===== src/core_settings.svh =====
// core settings
// widths and counts shared by the integer core and its testbench

`ifndef CORE_SETTINGS_SVH
`define CORE_SETTINGS_SVH

////////////////////////////////////////////////////////////
// datapath
////////////////////////////////////////////////////////////

`define XLEN 32 // integer register and datapath width

`define NREGS 32 // integer registers, x0 included

////////////////////////////////////////////////////////////
// divider
////////////////////////////////////////////////////////////

// one quotient bit per iteration, so this is also the divide latency
`define DIVSTEPS `XLEN

`endif


===== src/isaPkg.sv =====
// isa package
// rv32 instruction formats, the two-view instruction word and the
// opcode / funct encodings of the kept integer subset

package isaPkg;

  ////////////////////////////////////////////////////////////
  // major opcodes
  ////////////////////////////////////////////////////////////

  typedef enum logic [6:0] {
    opReg = 7'b0110011, // register-register ops, M extension too
    opImm = 7'b0010011  // register-immediate ops
  } opcodeT;

  ////////////////////////////////////////////////////////////
  // formats
  ////////////////////////////////////////////////////////////

  typedef struct packed {
    logic [6:0] funct7;
    logic [4:0] rs2;
    logic [4:0] rs1;
    logic [2:0] funct3;
    logic [4:0] rd;
    logic [6:0] opcode; // raw bits, unknown opcodes must survive
  } rTypeT;

  typedef struct packed {
    logic [11:0] imm12; // sign-extended by the core
    logic [4:0]  rs1;
    logic [2:0]  funct3;
    logic [4:0]  rd;
    logic [6:0]  opcode;
  } iTypeT;

  // same 32 bits, read as R or I depending on opcode
  typedef union packed {
    rTypeT r;
    iTypeT i;
  } instrWordT;

  ////////////////////////////////////////////////////////////
  // funct7 spaces
  ////////////////////////////////////////////////////////////

  localparam logic [6:0] f7Base   = 7'b0000000; // base integer ops
  localparam logic [6:0] f7Alt    = 7'b0100000; // sub / sra space
  localparam logic [6:0] f7MulDiv = 7'b0000001; // M extension

  // funct3 in the base space, shared by reg and imm forms
  localparam logic [2:0] f3AddSub = 3'b000;
  localparam logic [2:0] f3Sll    = 3'b001;
  localparam logic [2:0] f3Slt    = 3'b010;
  localparam logic [2:0] f3Xor    = 3'b100;
  localparam logic [2:0] f3Srl    = 3'b101;
  localparam logic [2:0] f3Or     = 3'b110;
  localparam logic [2:0] f3And    = 3'b111;

  // funct3 in the mulDiv space, unsigned divide only
  localparam logic [2:0] f3Divu   = 3'b101;
  localparam logic [2:0] f3Remu   = 3'b111;

endpackage


===== src/corePkg.sv =====
// core package
// controller states, alu operation codes and the register index type

`include "core_settings.svh"

package corePkg;

  // index into the integer register file
  typedef logic [$clog2(`NREGS)-1:0] regIdxT;

  ////////////////////////////////////////////////////////////
  // alu
  ////////////////////////////////////////////////////////////

  typedef enum logic [2:0] {
    aluAdd,
    aluSub,
    aluAnd,
    aluOr,
    aluXor,
    aluSlt, // signed compare, 0 or 1
    aluSll,
    aluSrl
  } aluOpT;

  ////////////////////////////////////////////////////////////
  // controller FSM
  ////////////////////////////////////////////////////////////

  typedef enum logic [2:0] {
    sIdle,       // waiting on instrReq
    sAck,        // instrAck high until instrReq drops
    sExec,       // decode, alu result or divider start
    sDivWait,    // divider busy
    sRetire,     // retireReq high, result frozen
    sRetireDone  // waiting on retireAck to fall
  } ctrlStateT;

endpackage


===== src/regFile.sv =====
// integer register file
// two combinational read ports, one write port on the clock edge,
// x0 hard-wired to zero

`include "core_settings.svh"

module regFile (
  input  logic               clk,
  input  logic               arstN,
  input  corePkg::regIdxT    rs1,
  input  corePkg::regIdxT    rs2,
  input  corePkg::regIdxT    rd,
  input  logic               we,
  input  logic [`XLEN-1:0]   wd,
  output logic [`XLEN-1:0]   rd1,
  output logic [`XLEN-1:0]   rd2
);

  logic [`XLEN-1:0] regs [1:`NREGS-1]; // no storage for x0

  always_ff @(posedge clk or negedge arstN) begin
    if (!arstN) begin
      for (int i = 1; i < `NREGS; i++) begin
        regs[i] <= '0;
      end
    end else if (we && (rd != '0)) begin // x0 writes dropped
      regs[rd] <= wd;
    end
  end

  // x0 reads as zero
  assign rd1 = (rs1 == '0) ? '0 : regs[rs1];
  assign rd2 = (rs2 == '0) ? '0 : regs[rs2];

endmodule


===== src/alu.sv =====
// integer alu
// single-cycle combinational unit for the kept R and I operations

`include "core_settings.svh"

module alu (
  input  corePkg::aluOpT     op,
  input  logic [`XLEN-1:0]   a,
  input  logic [`XLEN-1:0]   b,
  output logic [`XLEN-1:0]   y
);

  localparam int ShW = $clog2(`XLEN);

  logic [ShW-1:0] shamt; // low bits of b only
  logic           lessThan;

  assign shamt    = b[ShW-1:0];
  assign lessThan = $signed(a) < $signed(b);

  always_comb begin
    case (op)
      corePkg::aluAdd: y = a + b;
      corePkg::aluSub: y = a - b;
      corePkg::aluAnd: y = a & b;
      corePkg::aluOr:  y = a | b;
      corePkg::aluXor: y = a ^ b;
      corePkg::aluSlt: y = {{(`XLEN-1){1'b0}}, lessThan};
      corePkg::aluSll: y = a << shamt;
      corePkg::aluSrl: y = a >> shamt; // logical, zero fill
      default:         y = '0;
    endcase
  end

endmodule


===== src/divider.sv =====
// unsigned divider
// restoring shift-subtract, one quotient bit per cycle, fixed latency
// of DIVSTEPS cycles from start to busy falling

`include "core_settings.svh"

module divider (
  input  logic               clk,
  input  logic               arstN,
  input  logic               start,     // one-cycle pulse
  input  logic [`XLEN-1:0]   dividend,
  input  logic [`XLEN-1:0]   divisor,
  output logic               busy,
  output logic [`XLEN-1:0]   quotient,  // valid once busy falls
  output logic [`XLEN-1:0]   remainder
);

  localparam int CntW = $clog2(`DIVSTEPS);

  logic [CntW-1:0]   stepCnt;   // iteration counter
  logic [`XLEN-1:0]  remReg;    // partial remainder
  logic [`XLEN-1:0]  quoReg;    // dividend shifts out, quotient shifts in
  logic [`XLEN-1:0]  dsrReg;    // divisor held for the whole run
  logic [`XLEN:0]    remShift;  // remainder with next dividend bit
  logic [`XLEN+1:0]  trial;     // extra msb is the borrow
  logic              lastStep;

  ////////////////////////////////////////////////////////////
  // one iteration
  ////////////////////////////////////////////////////////////

  assign remShift = {remReg, quoReg[`XLEN-1]};
  assign trial    = {1'b0, remShift} - {2'b00, dsrReg};
  assign lastStep = (stepCnt == CntW'(`DIVSTEPS - 1));

  // control: busy and the step count
  always_ff @(posedge clk or negedge arstN) begin
    if (!arstN) begin
      busy    <= 1'b0;
      stepCnt <= '0;
    end else if (start) begin
      busy    <= 1'b1;
      stepCnt <= '0;
    end else if (busy) begin
      stepCnt <= stepCnt + 1'b1;
      if (lastStep) begin
        busy <= 1'b0; // last quotient bit lands on this edge
      end
    end
  end

  // datapath
  // zero divisor never borrows, so quotient fills with ones and the
  // remainder collects the dividend bit by bit
  always_ff @(posedge clk) begin
    if (start) begin
      remReg <= '0;
      quoReg <= dividend;
      dsrReg <= divisor;
    end else if (busy) begin
      remReg <= trial[`XLEN+1] ? remShift[`XLEN-1:0] : trial[`XLEN-1:0]; // restore on borrow
      quoReg <= {quoReg[`XLEN-2:0], ~trial[`XLEN+1]};
    end
  end

  assign quotient  = quoReg;
  assign remainder = remReg;

endmodule


===== src/coreCtrl.sv =====
// core controller
// runs the instruction and retire handshakes, decodes the captured
// word through its R and I views and sequences alu, divider and
// register writeback, one instruction at a time

`include "core_settings.svh"

module coreCtrl (
  input  logic               clk,
  input  logic               arstN,
  // instruction handshake
  input  logic               instrReq,
  input  isaPkg::instrWordT  instr,
  output logic               instrAck,
  // retire handshake
  output logic               retireReq,
  input  logic               retireAck,
  output corePkg::regIdxT    retireRd,
  output logic [`XLEN-1:0]   retireValue,
  output logic               retireIllegal,
  // register file
  output corePkg::regIdxT    rs1,
  output corePkg::regIdxT    rs2,
  output corePkg::regIdxT    rd,
  output logic               regWe,
  output logic [`XLEN-1:0]   regWd,
  input  logic [`XLEN-1:0]   rd1,
  input  logic [`XLEN-1:0]   rd2,
  // alu
  output corePkg::aluOpT     aluOp,
  output logic [`XLEN-1:0]   aluB,
  input  logic [`XLEN-1:0]   aluY,
  // divider
  output logic               divStart,
  input  logic               divBusy,
  input  logic [`XLEN-1:0]   quotient,
  input  logic [`XLEN-1:0]   remainder
);

  corePkg::ctrlStateT state, stateNext;

  isaPkg::instrWordT  instrReg;    // held from capture to next capture
  logic               useImm;      // operand b from imm12
  logic               isDiv;       // divu or remu
  logic               isRem;       // remu picks the remainder
  logic               illegal;
  logic               enterRetire; // the one cycle before sRetire
  logic [`XLEN-1:0]   wbValue;
  logic [`XLEN-1:0]   immExt;
  logic [`XLEN-1:0]   resultReg;
  logic               illegalReg;

  ////////////////////////////////////////////////////////////
  // decode
  ////////////////////////////////////////////////////////////

  always_comb begin
    aluOp   = corePkg::aluAdd;
    useImm  = 1'b0;
    isDiv   = 1'b0;
    isRem   = 1'b0;
    illegal = 1'b0;
    case (instrReg.r.opcode)
      isaPkg::opReg: begin
        case (instrReg.r.funct7)
          isaPkg::f7Base: begin
            case (instrReg.r.funct3)
              isaPkg::f3AddSub: aluOp = corePkg::aluAdd;
              isaPkg::f3Sll:    aluOp = corePkg::aluSll;
              isaPkg::f3Slt:    aluOp = corePkg::aluSlt;
              isaPkg::f3Xor:    aluOp = corePkg::aluXor;
              isaPkg::f3Srl:    aluOp = corePkg::aluSrl;
              isaPkg::f3Or:     aluOp = corePkg::aluOr;
              isaPkg::f3And:    aluOp = corePkg::aluAnd;
              default:          illegal = 1'b1; // sltu
            endcase
          end
          isaPkg::f7Alt: begin
            if (instrReg.r.funct3 == isaPkg::f3AddSub) aluOp = corePkg::aluSub;
            else                                       illegal = 1'b1; // sra
          end
          isaPkg::f7MulDiv: begin
            case (instrReg.r.funct3)
              isaPkg::f3Divu: isDiv = 1'b1;
              isaPkg::f3Remu: begin
                isDiv = 1'b1;
                isRem = 1'b1;
              end
              default:        illegal = 1'b1; // mul, signed div
            endcase
          end
          default: illegal = 1'b1;
        endcase
      end
      isaPkg::opImm: begin
        useImm = 1'b1;
        case (instrReg.i.funct3)
          isaPkg::f3AddSub: aluOp = corePkg::aluAdd;
          isaPkg::f3Xor:    aluOp = corePkg::aluXor;
          isaPkg::f3Or:     aluOp = corePkg::aluOr;
          isaPkg::f3And:    aluOp = corePkg::aluAnd;
          default:          illegal = 1'b1; // slti, shifts by imm
        endcase
      end
      default: illegal = 1'b1; // anything outside the kept opcodes
    endcase
  end

  assign immExt = {{(`XLEN-12){instrReg.i.imm12[11]}}, instrReg.i.imm12};
  assign aluB   = useImm ? immExt : rd2;

  // register indices straight from the held word
  assign rs1 = instrReg.r.rs1;
  assign rs2 = instrReg.r.rs2;
  assign rd  = instrReg.r.rd;

  ////////////////////////////////////////////////////////////
  // state machine
  ////////////////////////////////////////////////////////////

  always_comb begin
    stateNext = state;
    case (state)
      corePkg::sIdle:       if (instrReq)   stateNext = corePkg::sAck;
      corePkg::sAck:        if (!instrReq)  stateNext = corePkg::sExec;
      corePkg::sExec:       stateNext = isDiv ? corePkg::sDivWait : corePkg::sRetire;
      corePkg::sDivWait:    if (!divBusy)   stateNext = corePkg::sRetire;
      corePkg::sRetire:     if (retireAck)  stateNext = corePkg::sRetireDone;
      corePkg::sRetireDone: if (!retireAck) stateNext = corePkg::sIdle;
      default:              stateNext = corePkg::sIdle;
    endcase
  end

  always_ff @(posedge clk or negedge arstN) begin
    if (!arstN) state <= corePkg::sIdle;
    else        state <= stateNext;
  end

  // handshake outputs follow the registered state
  assign instrAck  = (state == corePkg::sAck);
  assign retireReq = (state == corePkg::sRetire);

  // start pulses once; divider busy is already high in sDivWait
  assign divStart = (state == corePkg::sExec) && isDiv;

  ////////////////////////////////////////////////////////////
  // writeback and retire payload
  ////////////////////////////////////////////////////////////

  assign enterRetire = ((state == corePkg::sExec) && !isDiv) ||
                       ((state == corePkg::sDivWait) && !divBusy);

  assign wbValue = isDiv ? (isRem ? remainder : quotient) : aluY;
  assign regWe   = enterRetire && !illegal; // single write per instruction
  assign regWd   = wbValue;

  always_ff @(posedge clk) begin
    if ((state == corePkg::sIdle) && instrReq) begin
      instrReg <= instr; // stable while instrReq is high
    end
    if (enterRetire) begin
      resultReg  <= illegal ? '0 : wbValue; // reported even for rd = x0
      illegalReg <= illegal;
    end
  end

  // frozen through back-pressure, nothing reloads until the next capture
  assign retireRd      = instrReg.r.rd;
  assign retireValue   = resultReg;
  assign retireIllegal = illegalReg;

endmodule


===== src/coreTop.sv =====
// integer core top level
// controller, register file, alu and divider behind the instruction
// and retire handshakes

`include "core_settings.svh"

module coreTop (
  input  logic               clk,
  input  logic               arstN,
  // instruction in
  input  logic               instrReq,
  input  isaPkg::instrWordT  instr,
  output logic               instrAck,
  // retirement out
  output logic               retireReq,
  input  logic               retireAck,
  output corePkg::regIdxT    retireRd,
  output logic [`XLEN-1:0]   retireValue,
  output logic               retireIllegal
);

  corePkg::regIdxT   rs1, rs2, rdIdx;
  logic              regWe;
  logic [`XLEN-1:0]  regWd;
  logic [`XLEN-1:0]  rd1, rd2;   // source operands
  corePkg::aluOpT    aluOp;
  logic [`XLEN-1:0]  aluB, aluY;
  logic              divStart, divBusy;
  logic [`XLEN-1:0]  quotient, remainder;

  ////////////////////////////////////////////////////////////
  // control
  ////////////////////////////////////////////////////////////

  coreCtrl ctrl (
    .clk, .arstN,
    .instrReq, .instr, .instrAck,
    .retireReq, .retireAck, .retireRd, .retireValue, .retireIllegal,
    .rs1, .rs2, .rd(rdIdx), .regWe, .regWd, .rd1, .rd2,
    .aluOp, .aluB, .aluY,
    .divStart, .divBusy, .quotient, .remainder
  );

  ////////////////////////////////////////////////////////////
  // execution
  ////////////////////////////////////////////////////////////

  regFile rf (
    .clk, .arstN,
    .rs1, .rs2, .rd(rdIdx),
    .we(regWe), .wd(regWd),
    .rd1, .rd2
  );

  // operand a is always rs1
  alu alu0 (
    .op(aluOp), .a(rd1), .b(aluB), .y(aluY)
  );

  divider div (
    .clk, .arstN,
    .start(divStart),
    .dividend(rd1), .divisor(rd2), // sampled on the start cycle
    .busy(divBusy),
    .quotient, .remainder
  );

endmodule


===== config.mk =====
export PLATFORM = sky130hd
export DESIGN_NAME = coreTop
export DESIGN_NICKNAME = d
export VERILOG_FILES = /design/src/isaPkg.sv /design/src/corePkg.sv /design/src/regFile.sv /design/src/alu.sv /design/src/divider.sv /design/src/coreCtrl.sv /design/src/coreTop.sv
export VERILOG_INCLUDE_DIRS = /design/src
export SDC_FILE = /design/constraint.sdc
export NUM_CORES = 2
export LEC_CHECK = 0
export BUFFER_PORTS_ARGS = -buffer_cell sky130_fd_sc_hd__buf_2
export CAP_MARGIN = 20
export CORE_MARGIN = 2
export CORE_UTILIZATION = 25
export DETAILED_ROUTE_END_ITERATION = 8
export GPL_ROUTABILITY_DRIVEN = 0
export PLACE_DENSITY_LB_ADDON = 0.08
export SLEW_MARGIN = 40
export SYNTH_ARGS = -nofsm -noshare
export SYNTH_HDL_FRONTEND = slang
export SYNTH_SLANG_ARGS = --single-unit

===== constraint.sdc =====
create_clock -name clk -period 12.87 [get_ports clk]
set_input_delay 3.2175 -clock clk [delete_from_list [all_inputs] [get_ports clk]]
set_output_delay 3.2175 -clock clk [all_outputs]
set_load 0.02 [all_outputs]

* After elaboration in Yosys (flattened, before gate mapping)
Cells that the tools add are included.
Storage, ports and cells: flip-flop bits (word level) 1162, logic and storage cells 157, input bits 36, output and inout port bits 40
Operators by class: bitwise gates (word level) 7, shift-type cells 2, muxes and demuxes 48, $lt $le $gt $ge 5, equality and inequality tests 28, $add $sub $neg 4, reductions and logical operators 23
Operators by type and width (count):
- 992-bit bitwise mux | 1
- 32-bit 2-to-1 mux | 13
- 32-bit binary-select mux with 5-bit select | 2
- 32-bit one-hot mux with 8 select lines | 1
- 32-bit demux with 5-bit select | 1
- 3-bit one-hot mux with 6 select lines | 2
- 33-bit by 32-bit subtractor with 34-bit output | 1
- 32-bit adder | 1
- 32-bit AND | 1
- 32-bit less-than comparator | 1
- 32-bit OR | 1
- 32-bit by 5-bit left shift with 32-bit output | 1
- 32-bit by 5-bit right shift with 32-bit output | 1
- 32-bit subtractor | 1
- 32-bit bitwise XOR | 1
- 3-bit equality test (second input constant) | 10
- 6-bit >= comparator (second input constant) | 3
- 3-bit 2-to-1 mux | 6
- 5-bit NOT with 6-bit output | 3
- 3-bit by 2-bit equality test with 1-bit output (second input constant) | 5
- 1-bit 2-to-1 mux | 15
- 7-bit by 6-bit equality test with 1-bit output (second input constant) | 2
- 3-bit one-hot mux with 2 select lines | 2
- 5-bit zero test | 2
- 24 further kinds | 40

* Depth between registers and ports, before layout
depth in word-level cells 10, gate-level depth with buffers 29

* By module
Synthesis repeated with hierarchy kept, for this count alone.
Second synthesis, totals: cell total of the unflattened synthesis 6116, area total of the unflattened synthesis 71391.0 um2
Modules (own cells, without submodules):
- regFile | seq. area each 24823.8 um2, times used 1, cells an instance 4066, area an instance 53379.9 um2
- alu | seq. area each 0.0 um2, times used 1, cells an instance 1207, area an instance 8250.4 um2
- divider | seq. area each 2712.6 um2, times used 1, cells an instance 536, area an instance 5647.9 um2
- coreCtrl | seq. area each 2026.9 um2, times used 1, cells an instance 307, area an instance 4112.7 um2

* Worst setup path before layout
No wires, ideal clock.
kind flip-flop to flip-flop, start point register ctrl.instrReg[20] (netlist name), end point register ctrl.resultReg[28] (netlist: ctrl.retireValue[28]), data pin, data required time 12603 ps, slack 5896 ps, setup time 267 ps, arrival 6708 ps, buffers on the path 10, cell stages (with the launch flop) 26, period minus slack after synthesis 6974 ps, cells stage by stage edfxtp_1 -> buf_6 -> buf_8 -> buf_8 -> buf_6 -> buf_2 -> clkbuf_1 -> buf_1 -> buf_1 -> mux4_2 -> mux4_2 -> mux2i_1 -> o21a_1 -> ha_1 -> clkbuf_1 -> inv_1 -> or4_1 -> a211o_1 -> a21oi_1 -> a41oi_1 -> o31a_1 -> and2_1 -> a221oi_2 -> a31oi_4 -> buf_4 -> nor2b_1
Between the ends: word-level cells in the longest chain between the ends 9
Ends and longest elaborated chain:
- start: declaration | RTL line coreCtrl.sv:42 | isaPkg::instrWordT instrReg;
- start signal: assignment | RTL line coreCtrl.sv:159 | instrReg <= instr;
- 5-bit NOT with 6-bit output (not written as such) | RTL line regFile.sv:33 | assign rd2 = (rs2 == '0) ? '0 : regs[rs2];
- 32-bit binary-select mux with 5-bit select | RTL line regFile.sv:33
- 32-bit 2-to-1 mux (not written as such) (2 in a row) | RTL line regFile.sv:33
- 32-bit 2-to-1 mux | RTL line regFile.sv:33
- 32-bit 2-to-1 mux (*) | RTL line coreCtrl.sv:110 | assign aluB = useImm ? immExt : rd2;
- 32-bit subtractor, or another cell as far along | RTL line alu.sv:24 | corePkg::aluSub: y = a - b;
- 32-bit one-hot mux with 8 select lines (*) | RTL line alu.sv:22 | case (op)
- 32-bit 2-to-1 mux (*) | RTL line coreCtrl.sv:153 | assign wbValue = isDiv ? (isRem ? remainder : quotient) : aluY;
- end signal: assignment | RTL line coreCtrl.sv:162 | resultReg <= illegal ? '0 : wbValue;
- end: declaration | RTL line coreCtrl.sv:50 | logic [`XLEN-1:0] resultReg;
Mark *: on every way between the ends. The rest lies on a longest branch, timed or not. The select of a mux whose other input is x is not followed. A chain may end at the register's enable or synchronous reset.

* Worst setup path in the final report
start point register ctrl.instrReg[22] (netlist name), end point register ctrl.resultReg[28] (netlist: ctrl.retireValue[28]), data pin
The elaborated chain is that of the path after synthesis.

==> results.json <==
{
  "outcome": "complete, no violations",
  "avgSynthCellArea_sq_um": 10.7,
  "yosysSeqAreaShare": 0.422,
  "core_sq_um": 279000,
  "cts_sinks": 1162,
  "hold_buffers": 0,
  "grt_usage": 0.231,
  "leakagePower_nw": 34.0,
  "clkLatencyLatePin_ps": 830,
  "synth_edf_count": 129,
  "worstPathRequired_ps": 13420,
  "synth_seq_cells": 1162,
  "syn_area_sq_um": 70000,
  "final_layout_size_suffix_gt1_frac": 0.237,
  "die_w_um": 533,
  "seq_area_sq_um": 29600,
  "synth_most_common_cell": "nand2_1",
  "cts_buffers": 157,
  "fill_cells": 28989,
  "tightestPinTransition_ps": 978,
  "synthAdderAreaFrac": 0.0243,
  "synth_top_family_by_area": "multiplexers",
  "drtAntennaViolNets": 0,
  "wl_per_cell_um": 32.5,
  "area_growth_pct": 14.9,
  "pwr-share-comb": 0.321,
  "htree_levels": 4,
  "cts_resized": 0,
  "hold_viol": 0,
  "hold_path_startpoint": "rf.regs[407]",
  "cts-root-buf": "clkbuf_16",
  "slew_viol_final": 0,
  "async_flop_share": 0.861,
  "max_slew_margin": 0.343,
  "wl_um": 334000,
  "synthCells": 6557,
  "max_stage_delay_ps": 720,
  "cts_tree": "yes",
  "drtIter0Drc": 4408,
  "clockPowerShare": 0.363,
  "yosysTopAreaCell": "dfrtp_1",
  "clkSlewWorstSetupHoldPaths_ps": 60,
  "vias": 54818,
  "grt_setup_unrepaired": "no",
  "synth.distinct_cells": 109,
  "synth_top_area_frac": 0.358,
  "synth-compound-area-share": 0.163,
  "crit_chain": "buf_12 > inv_1 > o32ai_1 > o31ai_1 > nand3_2 > inv_2 > a21oi_4 > inv_4 > ha_1 > inv_1 > fa_1 > a211oi_1 > o21ai_0 > a31oi_1 > a211o_1 > a21oi_1 > a41oi_1 > o21ai_0 > a211o_1 > a221oi_2 > a31oi_4 > buf_8 > nor2b_1",
  "skew_ps": 42.7,
  "final_nets": 6586,
  "start_kind": "flip-flop",
  "first_pass_iters": 7,
  "end_kind": "flip-flop",
  "yosys_most_used_dff": "dfrtp_1",
  "power_switching_mw": 4.77,
  "grt_pass1_vias": 54680,
  "mappedNetlistNets": 6727,
  "synth-xor-area-share": 0.00663,
  "reg2reg_from": "ctrl.instrReg[22]",
  "vias_per_cell": 5.33,
  "num_rows": 194,
  "synth.area.mux_share": 0.237,
  "worst-setup-path-type": "reg2reg",
  "final_area_sq_um": 80500,
  "grt-ovfl-total": 0,
  "fin_tns_setup_ps": 0,
  "finalSetupViolations": 0,
  "initial_core_util": 0.251,
  "grt_max_degree": 140,
  "die_area_sq_um": 284000,
  "dpl.hpwl_um": 221000,
  "finalCritPeriodShare": 0.646,
  "max-cap-violations": 0,
  "antenna_found_initial": 18,
  "crit_fanout": 53,
  "io_pins": 76,
  "hp-class": "reg2reg",
  "portBuffers": 75,
  "synth_common_cells": "nand2_1, dfrtp_1, o21ai_0",
  "die_h_um": 533,
  "synth-simple-area-share": 0.0974,
  "swShare": 0.390,
  "placed_area_sq_um": 75100,
  "layout_min_cycle_time_ps": 8320,
  "arrival_ps": 8870,
  "drc": 0,
  "cts_setup_buffers": 0,
  "synthTopCellsByArea": "dfrtp_1, mux4_2, nand2_1, edfxtp_1, o21ai_0",
  "crit_slowest_cell": "edfxtp_1",
  "ys_warn_count": 0,
  "cts_buffer_depth": 3,
  "max_freq_ghz": 0.120,
  "seqPwrFrac": 0.316,
  "irDropWorstVdd_mv": 0.109,
  "grt_pass1_wl_um": 465000,
  "total_power_mw": 12.2,
  "multi_input_area_sq_um": 37700,
  "power_density_nw_per_um2": 152,
  "crit_path_start": "ctrl.instrReg[22]",
  "internal-power_mw": 7.47
}
worst max-delay path, delay by kind of cell, from the launching register on:
kind                       cells  cell delay (ps)
and+or+nand+nor                2              510
buffers and inverters          6             2120
DFF                            1              720
AOI/OAI and AO/OA             13             3790
adders and majority gates      2              760
power by group through the flow:
stage	Sequential (mW)	Combinational [mW]	Clock, mW
floorplan	3.92	2.20	0
global placement	3.94	3.88	0
detailed placement	3.93	3.89	0
CTS	3.87	3.90	4.58
global route	3.87	4.10	4.72
finish	3.86	3.93	4.44
logic make-up after synthesis:
family | count (synthesis)
AOI/OAI and AO/OA | 1784
and+or+nand+nor | 1613
DFF | 1162
muxes | 1019
buffers and inverters | 792
adders and majority gates | 134
xor gates and xnor gates | 53
registers in the layout, indices dropped and copies added, names as in the netlist:
| register | flops |
|---|---|
| ctrl.instrReg | 32 |
| div.quotient | 32 |
| rf.regs | 992 |
| ctrl.state | 3 |
| div.dsrReg | 32 |
| ctrl.retireIllegal | 1 |
| div.stepCnt | 5 |
| div.busy | 1 |
| ctrl.retireValue | 32 |
| div.remainder | 32 |
layout make-up:
class	instances	area share
clock buffer	231	0.0572
antenna	9	0.000280
inverter	179	0.00850
multi-input combinational	4603	0.468
clock inverter	57	0.00731
sequential	1162	0.367
timing repair buffer	313	0.0331
tap	3724	0.0579
path summary, 6_finish.rpt:
| path | cells past startpoint | endpoint | slack [ps] |
|---|---|---|---|
| hold reg to reg | 2 | rf.regs[407] | 500 |
| setup / recovery | 23 | ctrl.retireValue[28] | 4550 |
| min in group asynchronous | 1 | rf.regs[661] | 2280 |
| setup reg to reg | 23 | ctrl.retireValue[28] | 4550 |
| max in group asynchronous | 6 | rf.regs[8] | 8160 |
| hold / removal | 2 | rf.regs[407] | 500 |
metal layers:
| layer | GRT usage | up-vias | routed length (um) |
|---|---|---|---|
| met5 | 0 | - | 0 |
| met4 | 0.0682 | 0 | 10300 |
| met3 | 0.0291 | 418 | 14500 |
| met2 | 0.373 | 1569 | 156000 |
| met1 | 0.323 | 28815 | 153000 |
| li1 | - | 24016 | - |
metrics by stage:
stage / hold WS [ps] / std cells / util / setup slack [ps]
floorplan: 459 / 6557 / - / 5900
global placement: 473 / 9965 / 0.268 / 4530
detailed placement: 485 / 9976 / 0.269 / 4600
CTS: 500 / 10264 / 0.288 / 4540
global route: 517 / 10272 / 0.288 / 4140
finish: 497 / 10278 / 0.288 / 4550
cells in the final DEF, fill, tap and decap left out, types with 30 or more instances in the layout:
cell type	instances
nand2_1	1020
dfrtp_1	1000
o21ai_0	728
mux4_2	478
mux2_2	289
mux2i_1	235
nor2_1	210
buf_4	185
a21oi_1	181
inv_1	165
clkbuf_16	160
o21ai_1	135
ha_1	131
edfxtp_1	129
o31ai_1	81
buf_2	74
nor3_1	68
o22ai_1	56
nand3_1	55
a211oi_1	52
a221oi_1	46
o21a_1	43
nor2b_1	41
o211ai_1	41
nand2b_1	40
o21ai_2	40
xnor2_1	39
a22oi_1	38
clkbuf_1	38
a21o_1	35
a22o_1	33
clkbuf_8	33
dfxtp_1	32
nand2_4	31
o31ai_2	30
(Power assumes the default switching activity.)
